===== src/design/systolic_pkg.sv =====
`default_nettype none

package systolic_pkg;

	localparam int ELEM_W = 8; // one element and one accumulator
	localparam int DIM = 4; // array edge, lanes per word
	localparam int WORD_W = DIM * ELEM_W;
	localparam int IDX_W = 8;
	localparam int K_W = 4;
	localparam int ROW_W = $clog2(DIM); // result row select

	typedef logic [ELEM_W-1:0] elem_t;
	typedef elem_t lane_vec_t [DIM]; // one element per lane
	typedef logic [WORD_W-1:0] word_t;
	typedef logic [IDX_W-1:0] idx_t;

	typedef enum logic [2:0] {
		SEQ_IDLE,
		SEQ_FEED,
		SEQ_DRAIN,
		SEQ_WRITE,
		SEQ_DONE
	} seq_state_t;

endpackage

`default_nettype wire


===== src/design/array_if.sv =====
`timescale 1ns/1ns
`default_nettype none

interface array_if;
	import systolic_pkg::*;

	lane_vec_t a_lane; // skewed data operands, row r
	lane_vec_t b_lane; // skewed weight operands, column j
	logic acc_clear;
	logic [ROW_W-1:0] row_sel;
	word_t row_data; // column 0 in the low byte

	modport feeder (
		output a_lane,
		output b_lane
	);

	modport array (
		input a_lane,
		input b_lane,
		input acc_clear,
		input row_sel,
		output row_data
	);

	modport seq (
		output acc_clear,
		output row_sel,
		input row_data
	);

endinterface

`default_nettype wire


===== src/design/pe.sv =====
`timescale 1ns/1ns
`default_nettype none

module pe (
	input wire clk,
	input wire rst,
	input logic clear_i,
	input systolic_pkg::elem_t data_i,
	input systolic_pkg::elem_t weight_i,
	output systolic_pkg::elem_t data_o,
	output systolic_pkg::elem_t weight_o,
	output systolic_pkg::elem_t acc_o
);
	import systolic_pkg::*;

	elem_t acc_q;
	elem_t prod;

	assign prod = data_i * weight_i; // wraps at ELEM_W
	assign acc_o = acc_q;

	always_ff @(posedge clk or posedge rst) begin
		if (rst) begin
			data_o <= '0;
			weight_o <= '0;
			acc_q <= '0;
		end else begin
			data_o <= data_i; // to the right neighbour
			weight_o <= weight_i; // to the PE below
			if (clear_i) begin
				acc_q <= '0;
			end else begin
				acc_q <= acc_q + prod;
			end
		end
	end

endmodule

`default_nettype wire


===== src/design/skew_feeder.sv =====
`timescale 1ns/1ns
`default_nettype none

module skew_feeder (
	input wire clk,
	input wire rst,
	input logic feed_en_i,
	input systolic_pkg::word_t a_word_i,
	input systolic_pkg::word_t b_word_i,
	array_if.feeder bus
);
	import systolic_pkg::*;

	lane_vec_t a_in;
	lane_vec_t b_in;

	// lane 0 sits in the top byte
	always_comb begin
		for (int r = 0; r < DIM; r++) begin
			a_in[r] = feed_en_i ? a_word_i[WORD_W-1-r*ELEM_W -: ELEM_W] : '0;
			b_in[r] = feed_en_i ? b_word_i[WORD_W-1-r*ELEM_W -: ELEM_W] : '0;
		end
	end

	for (genvar r = 0; r < DIM; r++) begin : g_lane
		if (r == 0) begin : g_direct
			assign bus.a_lane[r] = a_in[r]; // no delay on lane 0
			assign bus.b_lane[r] = b_in[r];
		end else begin : g_delay
			elem_t a_sr [r];
			elem_t b_sr [r];

			always_ff @(posedge clk or posedge rst) begin
				if (rst) begin
					for (int i = 0; i < r; i++) begin
						a_sr[i] <= '0;
						b_sr[i] <= '0;
					end
				end else begin
					a_sr[0] <= a_in[r];
					b_sr[0] <= b_in[r];
					for (int i = 1; i < r; i++) begin
						a_sr[i] <= a_sr[i-1];
						b_sr[i] <= b_sr[i-1];
					end
				end
			end

			assign bus.a_lane[r] = a_sr[r-1]; // r cycles late
			assign bus.b_lane[r] = b_sr[r-1];
		end
	end

endmodule

`default_nettype wire


===== src/design/pe_array.sv =====
`timescale 1ns/1ns
`default_nettype none

module pe_array (
	input wire clk,
	input wire rst,
	array_if.array bus
);
	import systolic_pkg::*;

	// column DIM of d_net and row DIM of w_net leave the grid
	elem_t d_net [DIM][DIM+1];
	elem_t w_net [DIM+1][DIM];
	elem_t acc [DIM][DIM];

	for (genvar r = 0; r < DIM; r++) begin : g_edge_a
		assign d_net[r][0] = bus.a_lane[r];
	end

	for (genvar c = 0; c < DIM; c++) begin : g_edge_b
		assign w_net[0][c] = bus.b_lane[c];
	end

	for (genvar r = 0; r < DIM; r++) begin : g_row
		for (genvar c = 0; c < DIM; c++) begin : g_col
			pe pe_inst (
				.clk(clk),
				.rst(rst),
				.clear_i(bus.acc_clear),
				.data_i(d_net[r][c]),
				.weight_i(w_net[r][c]),
				.data_o(d_net[r][c+1]),
				.weight_o(w_net[r+1][c]),
				.acc_o(acc[r][c])
			);
		end
	end

	// selected result row, column 0 in the low byte
	always_comb begin
		bus.row_data = '0;
		for (int c = 0; c < DIM; c++) begin
			bus.row_data[c*ELEM_W +: ELEM_W] = acc[bus.row_sel][c];
		end
	end

endmodule

`default_nettype wire


===== src/design/array_sequencer.sv =====
`timescale 1ns/1ns
`default_nettype none

module array_sequencer #(
	parameter int MAX_K = 9
) (
	input wire clk,
	input wire rst,
	input logic start_i,
	input logic [systolic_pkg::K_W-1:0] k_i,
	array_if.seq bus,
	output logic feed_en_o,
	output systolic_pkg::idx_t rd_index_o,
	output logic out_we_o,
	output systolic_pkg::idx_t out_index_o,
	output systolic_pkg::word_t out_wdata_o,
	output logic done_o
);
	import systolic_pkg::*;

	localparam logic [K_W-1:0] K_MAX = K_W'(MAX_K);
	// last product reaches PE(DIM-1,DIM-1) after 2*(DIM-1) hops
	localparam logic [K_W-1:0] DRAIN_LAST = K_W'(2 * (DIM - 1));
	localparam logic [K_W-1:0] WRITE_LAST = K_W'(DIM - 1);

	seq_state_t state_q;
	seq_state_t state_d;
	logic [K_W-1:0] cnt_q; // cycle within the current phase
	logic [K_W-1:0] k_q;
	logic [K_W-1:0] k_clamp;
	logic phase_last;

	always_comb begin
		if (k_i > K_MAX) begin
			k_clamp = K_MAX;
		end else if (k_i == '0) begin
			k_clamp = K_W'(1); // at least one feed cycle
		end else begin
			k_clamp = k_i;
		end
	end

	always_comb begin
		case (state_q)
			SEQ_FEED: phase_last = (cnt_q == k_q - K_W'(1));
			SEQ_DRAIN: phase_last = (cnt_q == DRAIN_LAST);
			SEQ_WRITE: phase_last = (cnt_q == WRITE_LAST);
			default: phase_last = 1'b1;
		endcase
	end

	always_comb begin
		state_d = state_q;
		case (state_q)
			SEQ_IDLE: begin
				if (start_i) begin
					state_d = SEQ_FEED;
				end
			end
			SEQ_FEED: begin
				if (phase_last) begin
					state_d = SEQ_DRAIN;
				end
			end
			SEQ_DRAIN: begin
				if (phase_last) begin
					state_d = SEQ_WRITE;
				end
			end
			SEQ_WRITE: begin
				if (phase_last) begin
					state_d = SEQ_DONE;
				end
			end
			default: state_d = SEQ_IDLE; // done lasts one cycle
		endcase
	end

	always_ff @(posedge clk or posedge rst) begin
		if (rst) begin
			state_q <= SEQ_IDLE;
			cnt_q <= '0;
			k_q <= '0;
		end else begin
			state_q <= state_d;
			if (state_q == SEQ_IDLE || state_d != state_q) begin
				cnt_q <= '0;
			end else begin
				cnt_q <= cnt_q + K_W'(1);
			end
			if (state_q == SEQ_IDLE && start_i) begin
				k_q <= k_clamp; // busy runs keep the old K
			end
		end
	end

	assign feed_en_o = (state_q == SEQ_FEED);
	assign rd_index_o = feed_en_o ? idx_t'(cnt_q) : '0;

	assign bus.row_sel = cnt_q[ROW_W-1:0];
	assign out_we_o = (state_q == SEQ_WRITE);
	assign out_index_o = out_we_o ? idx_t'(cnt_q) : '0;
	assign out_wdata_o = out_we_o ? bus.row_data : '0;

	assign done_o = (state_q == SEQ_DONE);
	assign bus.acc_clear = done_o; // ready for the next run

endmodule

`default_nettype wire


===== src/design/systolic_top.sv =====
`timescale 1ns/1ns
`default_nettype none

module systolic_top #(
	parameter int MAX_K = 9
) (
	input wire clk,
	input wire rst,
	input logic start_i,
	input logic [systolic_pkg::K_W-1:0] k_i,
	input systolic_pkg::word_t a_rdata_i, // column t of A
	input systolic_pkg::word_t b_rdata_i, // row t of B
	output systolic_pkg::idx_t rd_index_o,
	output logic out_we_o,
	output systolic_pkg::idx_t out_index_o,
	output systolic_pkg::word_t out_wdata_o,
	output logic done_o
);

	array_if bus_if ();

	logic feed_en;

	skew_feeder skew_feeder_inst (
		.clk(clk),
		.rst(rst),
		.feed_en_i(feed_en),
		.a_word_i(a_rdata_i),
		.b_word_i(b_rdata_i),
		.bus(bus_if.feeder)
	);

	pe_array pe_array_inst (
		.clk(clk),
		.rst(rst),
		.bus(bus_if.array)
	);

	array_sequencer #(
		.MAX_K(MAX_K)
	) array_sequencer_inst (
		.clk(clk),
		.rst(rst),
		.start_i(start_i),
		.k_i(k_i),
		.bus(bus_if.seq),
		.feed_en_o(feed_en),
		.rd_index_o(rd_index_o),
		.out_we_o(out_we_o),
		.out_index_o(out_index_o),
		.out_wdata_o(out_wdata_o),
		.done_o(done_o)
	);

endmodule

`default_nettype wire


===== config.mk =====
export PLATFORM = sky130hd
export DESIGN_NAME = systolic_top
export DESIGN_NICKNAME = d
export VERILOG_FILES = /design/src/design/systolic_pkg.sv /design/src/design/array_if.sv /design/src/design/pe.sv /design/src/design/skew_feeder.sv /design/src/design/pe_array.sv /design/src/design/array_sequencer.sv /design/src/design/systolic_top.sv
export SDC_FILE = /design/constraint.sdc
export NUM_CORES = 2
export LEC_CHECK = 0
export ABC_AREA = 1
export BUFFER_PORTS_ARGS = -buffer_cell sky130_fd_sc_hd__buf_4
export CAP_MARGIN = 10
export CORE_MARGIN = 1.5
export CORE_UTILIZATION = 40
export DETAILED_ROUTE_END_ITERATION = 10
export MAX_ROUTING_LAYER = met4
export SLEW_MARGIN = 20
export SYNTH_ARGS = -nofsm -noshare
export SYNTH_HDL_FRONTEND = slang
export SYNTH_SLANG_ARGS = --single-unit

===== constraint.sdc =====
create_clock -name clk -period 20.7 [get_ports clk]
set_clock_uncertainty 0.05 [all_clocks]
set_input_delay 4.14 -clock clk [delete_from_list [all_inputs] [get_ports clk]]
set_output_delay 4.14 -clock clk [all_outputs]
set_load 0.01 [all_outputs]

Word-level counts from Yosys, hierarchy flattened
Index checks and enable logic that the tools add are counted.
- add/sub/neg operators: 18
- multiply operators: 16
- order comparisons: 2
- equality and inequality tests: 8
- mux-type cells: 39
- bitwise logic cells: 1
- reductions and logical operators: 4
- operators by type and width (kind ; count):
    2-to-1 mux 8 bit ; 24
    adder 8 bit ; 16
    multiplier 8 x 8 -> 8 bit ; 16
    2-to-1 mux 32 bit ; 3
    binary-select mux 32 bit (select 2 bit) ; 1
    2-to-1 mux 4 bit ; 5
    2-to-1 mux 3 bit ; 4
    one-hot mux 3 bit (4 select lines) ; 1
    equality test 3 x 2 -> 1 bit (second input constant) ; 2
    adder 4 x 1 -> 4 bit (second input constant) ; 1
    equality test 4 x 2 -> 1 bit (second input constant) ; 1
    equality test 4 x 3 -> 1 bit (second input constant) ; 1
    equality test 4 bit ; 1
    greater-than comparator 4 bit (second input constant) ; 1
    zero test 4 bit ; 1
    subtractor 4 x 1 -> 4 bit (second input constant) ; 1
    equality test 3 x 1 -> 1 bit (second input constant) ; 1
    equality test 3 bit (second input constant) ; 1
    greater-or-equal comparator 3 bit (second input constant) ; 1
    zero test 3 bit ; 1
    != test 3 bit ; 1
    NOT 2 -> 3 bit ; 1
    one-hot mux 1 bit (3 select lines) ; 1
    logical AND 1 bit ; 1
    logical OR 1 bit ; 1
- flip-flop bits (word level): 427
- logic and storage cells: 143

Longest topological paths before layout
- word-level depth: 8
- depth in mapped cells: 29
- gate-level depth less buffers: 28

Cells and area by module
From an unflattened synthesis, not the netlist that was laid out.
- cells, all modules: 4419
- area, all modules: 35790.6 um^2
- by module, submodules not included (module ; instances ; cells an instance ; area an instance (um^2) ; seq. area each (um^2)):
    pe (pe_array_inst.g_row[0].g_col[0].pe_inst ...) ; 8 ; 225 ; 1851.8 ; 600.6
    pe (pe_array_inst.g_row[3].g_col[0].pe_inst ...) ; 3 ; 230 ; 1888.1 ; 600.6
    pe (pe_array_inst.g_row[2].g_col[1].pe_inst ...) ; 2 ; 209 ; 1838.0 ; 600.6
    skew_feeder ; 1 ; 280 ; 3321.9 ; 2402.3
    pe (pe_array_inst.g_row[2].g_col[0].pe_inst) ; 1 ; 220 ; 1904.3 ; 600.6
    pe (pe_array_inst.g_row[2].g_col[3].pe_inst) ; 1 ; 229 ; 1898.1 ; 600.6
    pe (pe_array_inst.g_row[3].g_col[3].pe_inst) ; 1 ; 230 ; 1889.3 ; 600.6
    pe_array ; 1 ; 374 ; 1562.7 ; 0.0
    array_sequencer ; 1 ; 178 ; 1059.8 ; 275.3

Worst setup path after synthesis
No wires, ideal clock.
- path kind: input to register
- start point: input b_rdata_i[24]
- end point: register pe_array_inst.g_row[0].g_col[0].pe_inst.acc_q[7]
- setup time: 0.119 ns
- arrival: 7.401 ns
- slack: 13.130 ns
- stages on the path: 22
- buffers on the path: 0
- path through: inv_1 nor2_1 nand2_1 fa_1 fa_1 inv_1 fa_1 inv_1 fa_1 inv_1 ha_1 inv_1 a21oi_1 nor2_1 nand2_1 nand2_1 inv_1 nand3_1 nand2_1 nand3_1 nand2_1 nor2_1
- RTL lines (item ; line ; text):
    start: declaration ; systolic_top.sv:12 ; input systolic_pkg::word_t b_rdata_i,
    end signal: assignment ; pe.sv:33 ; acc_q <= acc_q + prod;
    end: declaration ; pe.sv:16 ; elem_t acc_q;

==> run_summary.xml <==
<?xml version="1.0" encoding="UTF-8"?>
<metrics>
  <group name="outcome">
    <metric name="run_status" unit="">complete, no violations</metric>
  </group>
  <group name="timing">
    <metric name="slew_viol_final" unit="">0</metric>
    <metric name="fin_hold_ws" unit="ps">297</metric>
    <metric name="worst_slew_margin_rel" unit="%">36.4</metric>
    <metric name="totalNegativeSetupSlack" unit="ps">0</metric>
    <metric name="layout_min_cycle_time" unit="ps">7430</metric>
    <metric name="finalSetupViolCount" unit="">0</metric>
    <metric name="timing_worst_slew_pin_value" unit="ps">954</metric>
    <metric name="finalCritPeriodShare" unit="%">35.9</metric>
    <metric name="hold_viol_final" unit="">0</metric>
    <metric name="rsz_0062_raised_after_global_routing" unit="">false</metric>
    <metric name="max_freq" unit="MHz">135</metric>
    <metric name="layout_setup_ws" unit="ps">13270</metric>
  </group>
  <group name="power">
    <metric name="internal_cell_power" unit="mW">2.99</metric>
    <metric name="power.static_leakage" unit="nW">19.2</metric>
    <metric name="power_density" unit="mW/mm^2">160</metric>
    <metric name="power.share.switching" unit="%">46.0</metric>
    <metric name="power_frac_clock" unit="%">16.5</metric>
    <metric name="p_sw" unit="mW">2.55</metric>
    <metric name="power_frac_comb" unit="%">54.5</metric>
    <metric name="power.ir.vdd_worst" unit="mV">0.0758</metric>
    <metric name="seqPwrFrac" unit="%">29.0</metric>
    <metric name="p_total" unit="mW">5.54</metric>
  </group>
  <group name="detailed_routing">
    <metric name="wire_per_inst" unit="um">15.2</metric>
    <metric name="route.vias.total" unit="">21100</metric>
    <metric name="drt-pass1-iter-count" unit="">7</metric>
    <metric name="starting_drt_drc_count" unit="">1065</metric>
    <metric name="drt-total-wl" unit="um">70500</metric>
    <metric name="routed_via_density" unit="">4.54</metric>
    <metric name="drcViolationCount" unit="">0</metric>
    <metric name="ant_nets" unit="">0</metric>
  </group>
  <group name="setup_path">
    <metric name="cp_slowest_cell" unit="">sky130_fd_sc_hd__fa_1</metric>
    <metric name="cp-end-kind" unit="">flop</metric>
    <metric name="worst-endpoint-required" unit="ps">21120</metric>
    <metric name="worstRegToRegCells" unit="">24</metric>
    <metric name="timing.critical_path.max_delay_family" unit="">adder cells</metric>
    <metric name="cp.arrival" unit="ps">7850</metric>
    <metric name="timing.critical_path.from_type" unit="">input port</metric>
    <metric name="regToRegStartpoint" unit="">array_sequencer_inst.state_q[2]</metric>
    <metric name="critPathBufInv" unit="">7</metric>
    <metric name="worst-r2r-setup-slack" unit="ps">15980</metric>
    <metric name="worst-setup-path-type" unit="">input port to flop</metric>
    <metric name="reg2reg_to" unit="">pe_array_inst.g_row[0].g_col[0].pe_inst.acc_o[7]</metric>
    <metric name="cp_max_fo" unit="">5</metric>
    <metric name="worst_stage_delay_on_the_critical_path" unit="ps">540</metric>
    <metric name="timing.critical_path.cells" unit="">buf_4 &gt; inv_1 &gt; nor2_1 &gt; nand2_1 &gt; fa_1 &gt; fa_1 &gt; inv_1 &gt; fa_1 &gt; inv_1 &gt; fa_1 &gt; inv_1 &gt; ha_1 &gt; inv_1 &gt; a21oi_1 &gt; o21ai_0 &gt; nand2_1 &gt; inv_1 &gt; nand3_1 &gt; nand2_1 &gt; nand3_1 &gt; nand2_1 &gt; nor2_1</metric>
    <metric name="worst_path_most_repeated_cell" unit="">sky130_fd_sc_hd__inv_1</metric>
  </group>
  <group name="global_routing">
    <metric name="gr-total-overflow" unit="">0</metric>
    <metric name="grt_antenna_before_repair" unit="">0</metric>
    <metric name="grt_pass1_vias" unit="">21700</metric>
    <metric name="gr-usage-all-layers" unit="%">19.5</metric>
    <metric name="maximum_number_of_pins_on_one_net_before_global_route_repair" unit="">161</metric>
    <metric name="grt_pass1_wl" unit="um">117000</metric>
  </group>
  <group name="placement">
    <metric name="pre_cts_slack" unit="ps">12700</metric>
    <metric name="hpwl" unit="um">54100</metric>
    <metric name="io_buffer_count" unit="">112</metric>
    <metric name="numPlacedInstances" unit="">4566</metric>
    <metric name="routabilityCongestion" unit="">0.878</metric>
  </group>
  <group name="floorplan">
    <metric name="floorplan.rows" unit="">101</metric>
    <metric name="die_height" unit="um">281</metric>
    <metric name="initial_core_util" unit="%">40.6</metric>
    <metric name="core" unit="sq mm">0.0763</metric>
    <metric name="floorplan.io_pins" unit="">121</metric>
    <metric name="die_footprint" unit="sq mm">0.0791</metric>
    <metric name="floorplan.die.width" unit="um">281</metric>
  </group>
  <group name="yosys">
    <metric name="avgSynthCellArea" unit="sq um">8.87</metric>
    <metric name="synth_seq_area_share" unit="%">34.5</metric>
    <metric name="netlist_instances" unit="">3489</metric>
    <metric name="synth.top_cell.area_share" unit="%">34.5</metric>
    <metric name="yosys_top_cell_by_area" unit="">sky130_fd_sc_hd__dfrtp_1</metric>
    <metric name="ranking_of_synthesized_cells_by_area" unit="">sky130_fd_sc_hd__dfrtp_1 35%, sky130_fd_sc_hd__fa_1 19%, sky130_fd_sc_hd__inv_1 11%</metric>
    <metric name="postSynthRegisterBits" unit="">427</metric>
    <metric name="synthesis.area" unit="sq mm">0.0310</metric>
    <metric name="ys_warn_count" unit="">0</metric>
    <metric name="synth_cell_type_count" unit="">39</metric>
  </group>
  <group name="flow_run">
    <metric name="maxCapViolCount" unit="">0</metric>
  </group>
  <group name="cells_and_area">
    <metric name="antenna_cells_inserted" unit="">0</metric>
    <metric name="layout.filler_cells" unit="">7493</metric>
    <metric name="num-nets-final" unit="">4218</metric>
    <metric name="syn_to_final_growth" unit="%">11.5</metric>
    <metric name="finish.cell_count_without_fillers" unit="">4650</metric>
    <metric name="post_route_cells_drive_above_1_share" unit="%">6.38</metric>
  </group>
  <group name="clock_network">
    <metric name="cts_resized" unit="">0</metric>
    <metric name="cts.path.max_buffers" unit="">3</metric>
    <metric name="cts_tree" unit="">yes</metric>
    <metric name="cts_inserted_buffers" unit="">47</metric>
    <metric name="ctsRootBufferMaster" unit="">sky130_fd_sc_hd__clkbuf_16</metric>
    <metric name="cts.reportedPaths.clkPinSlew" unit="ps">60</metric>
    <metric name="numClockSinks" unit="">427</metric>
    <metric name="cts-hold-fix-buffers" unit="">0</metric>
    <metric name="post_cts_buffers" unit="">0</metric>
    <metric name="ctsHtreeMaxLevel" unit="">2</metric>
    <metric name="clk_latency" unit="ps">600</metric>
  </group>
  <group name="hold_path">
    <metric name="hold_path_class" unit="">flop to flop</metric>
    <metric name="hold_depth" unit="">0</metric>
    <metric name="min_to" unit="">skew_feeder_inst.bus.a_lane[7]</metric>
    <metric name="hp-start" unit="">skew_feeder_inst.g_lane[3].g_delay.a_sr[15]</metric>
  </group>
</metrics>
## power groups by stage
| stage | Combinational [mW] | Sequential (mW) | Clock [mW] |
|---|---|---|---|
| final | 3.02 | 1.60 | 0.912 |
| after global routing | 3.60 | 1.65 | 0.972 |
| after CTS | 3.08 | 1.61 | 0.938 |
| after detailed placement | 3.04 | 1.62 | 0 |
| after global placement | 2.95 | 1.62 | 0 |
| after floorplan | 2.43 | 1.39 | 0 |
## cells in the mapped netlist, drive strengths merged
cell and n:
clkbuf 49, nand3b 3, a21oi 151, nand3 46
inv 928, a211oi 1, nand4 2, nor4 1
o211ai 3, o21a 1, conb 1, ha 274
a31oi 1, nor3 4, xor2 112, nor2 257
nand2b 2, o31ai 2, dfrtp 427, buf 34
or2 11, clkinv 2, fa 288, o21bai 6
xnor2 109, nand2 679, o21ai 95
## registers in the layout (all words and copies together) (netlist names)
signal	flops
array_sequencer_inst.k_q	4
skew_feeder_inst.g_lane.g_delay.a_sr	32
array_sequencer_inst.state_q	3
skew_feeder_inst.g_lane.g_delay.b_sr	32
pe_array_inst.g_row.g_col.pe_inst.weight_o	96
skew_feeder_inst.bus.a_lane	16
array_sequencer_inst.cnt_q	4
skew_feeder_inst.bus.b_lane	16
pe_array_inst.g_row.g_col.pe_inst.acc_o	128
pe_array_inst.g_row.g_col.pe_inst.data_o	96
## per-layer routing
layer	vias to the layer above	global-route usage, %	wire (um)
met5	-	-	0
met4	0	5.31	1750
met1	10300	25.6	31900
met2	323	32.2	34600
met3	112	1.93	2360
li1	10300	-	-
## metrics by stage
step | utilization [%] | area [sq um]
finish | 45.2 | 34500
global route | 45.2 | 34500
CTS | 45.2 | 34500
detailed placement | 43.1 | 32900
global placement | 43.1 | 32900
floorplan | - | 31000
## worst max-delay path by stage
stage	slack (ps)	start	cells past startpoint	end
6_report	13270	b_rdata_i[24]	22	pe_array_inst.g_row[0].g_col[0].pe_inst.acc_o[7]
5_1_grt	13050	b_rdata_i[24]	23	pe_array_inst.g_row[0].g_col[0].pe_inst.acc_o[7]
4_1_cts	13330	b_rdata_i[24]	22	pe_array_inst.g_row[0].g_col[0].pe_inst.acc_o[7]
3_5_place_dp	12700	b_rdata_i[24]	22	pe_array_inst.g_row[0].g_col[0].pe_inst.acc_o[7]
3_3_place_gp	12710	b_rdata_i[25]	23	pe_array_inst.g_row[0].g_col[0].pe_inst.acc_o[7]
2_1_floorplan	4620	rst	1	array_sequencer_inst.cnt_q[0]
## area by class of cell
cell class	count	area (sq um)	area share (%)
multi-input combinational	2056	16500	47.7
sequential	427	10700	30.9
inverter	930	3500	10.1
clock buffer	62	1330	3.84
tap	1030	1290	3.73
timing repair buffer	123	936	2.71
clock inverter	22	340	0.986
## logic make-up after synthesis
group,after synthesis,share of synthesized area [%]
buf+inv,1013,12.4
simple gates,1005,12.8
fa+ha+maj,562,29.7
flops,427,34.5
compound gates,260,4.34
xor+xnor,221,6.25
other cells,1,0.0121
## layout by cell type, fill, tap and decap left out, drive strengths merged, types with 3 or more instances in the layout
cell type	n
o21ai	95
a21oi	151
clkbuf	62
or2	11
nor3	4
inv	931
nand3b	3
nor2	257
o21bai	6
clkinv	10
nand3	46
nand2	679
xor2	112
o211ai	3
dfrtp	427
buf	123
ha	274
bufinv	8
fa	288
conb	8
xnor2	109
clkinvlp	3
(Power assumes the default switching activity.)
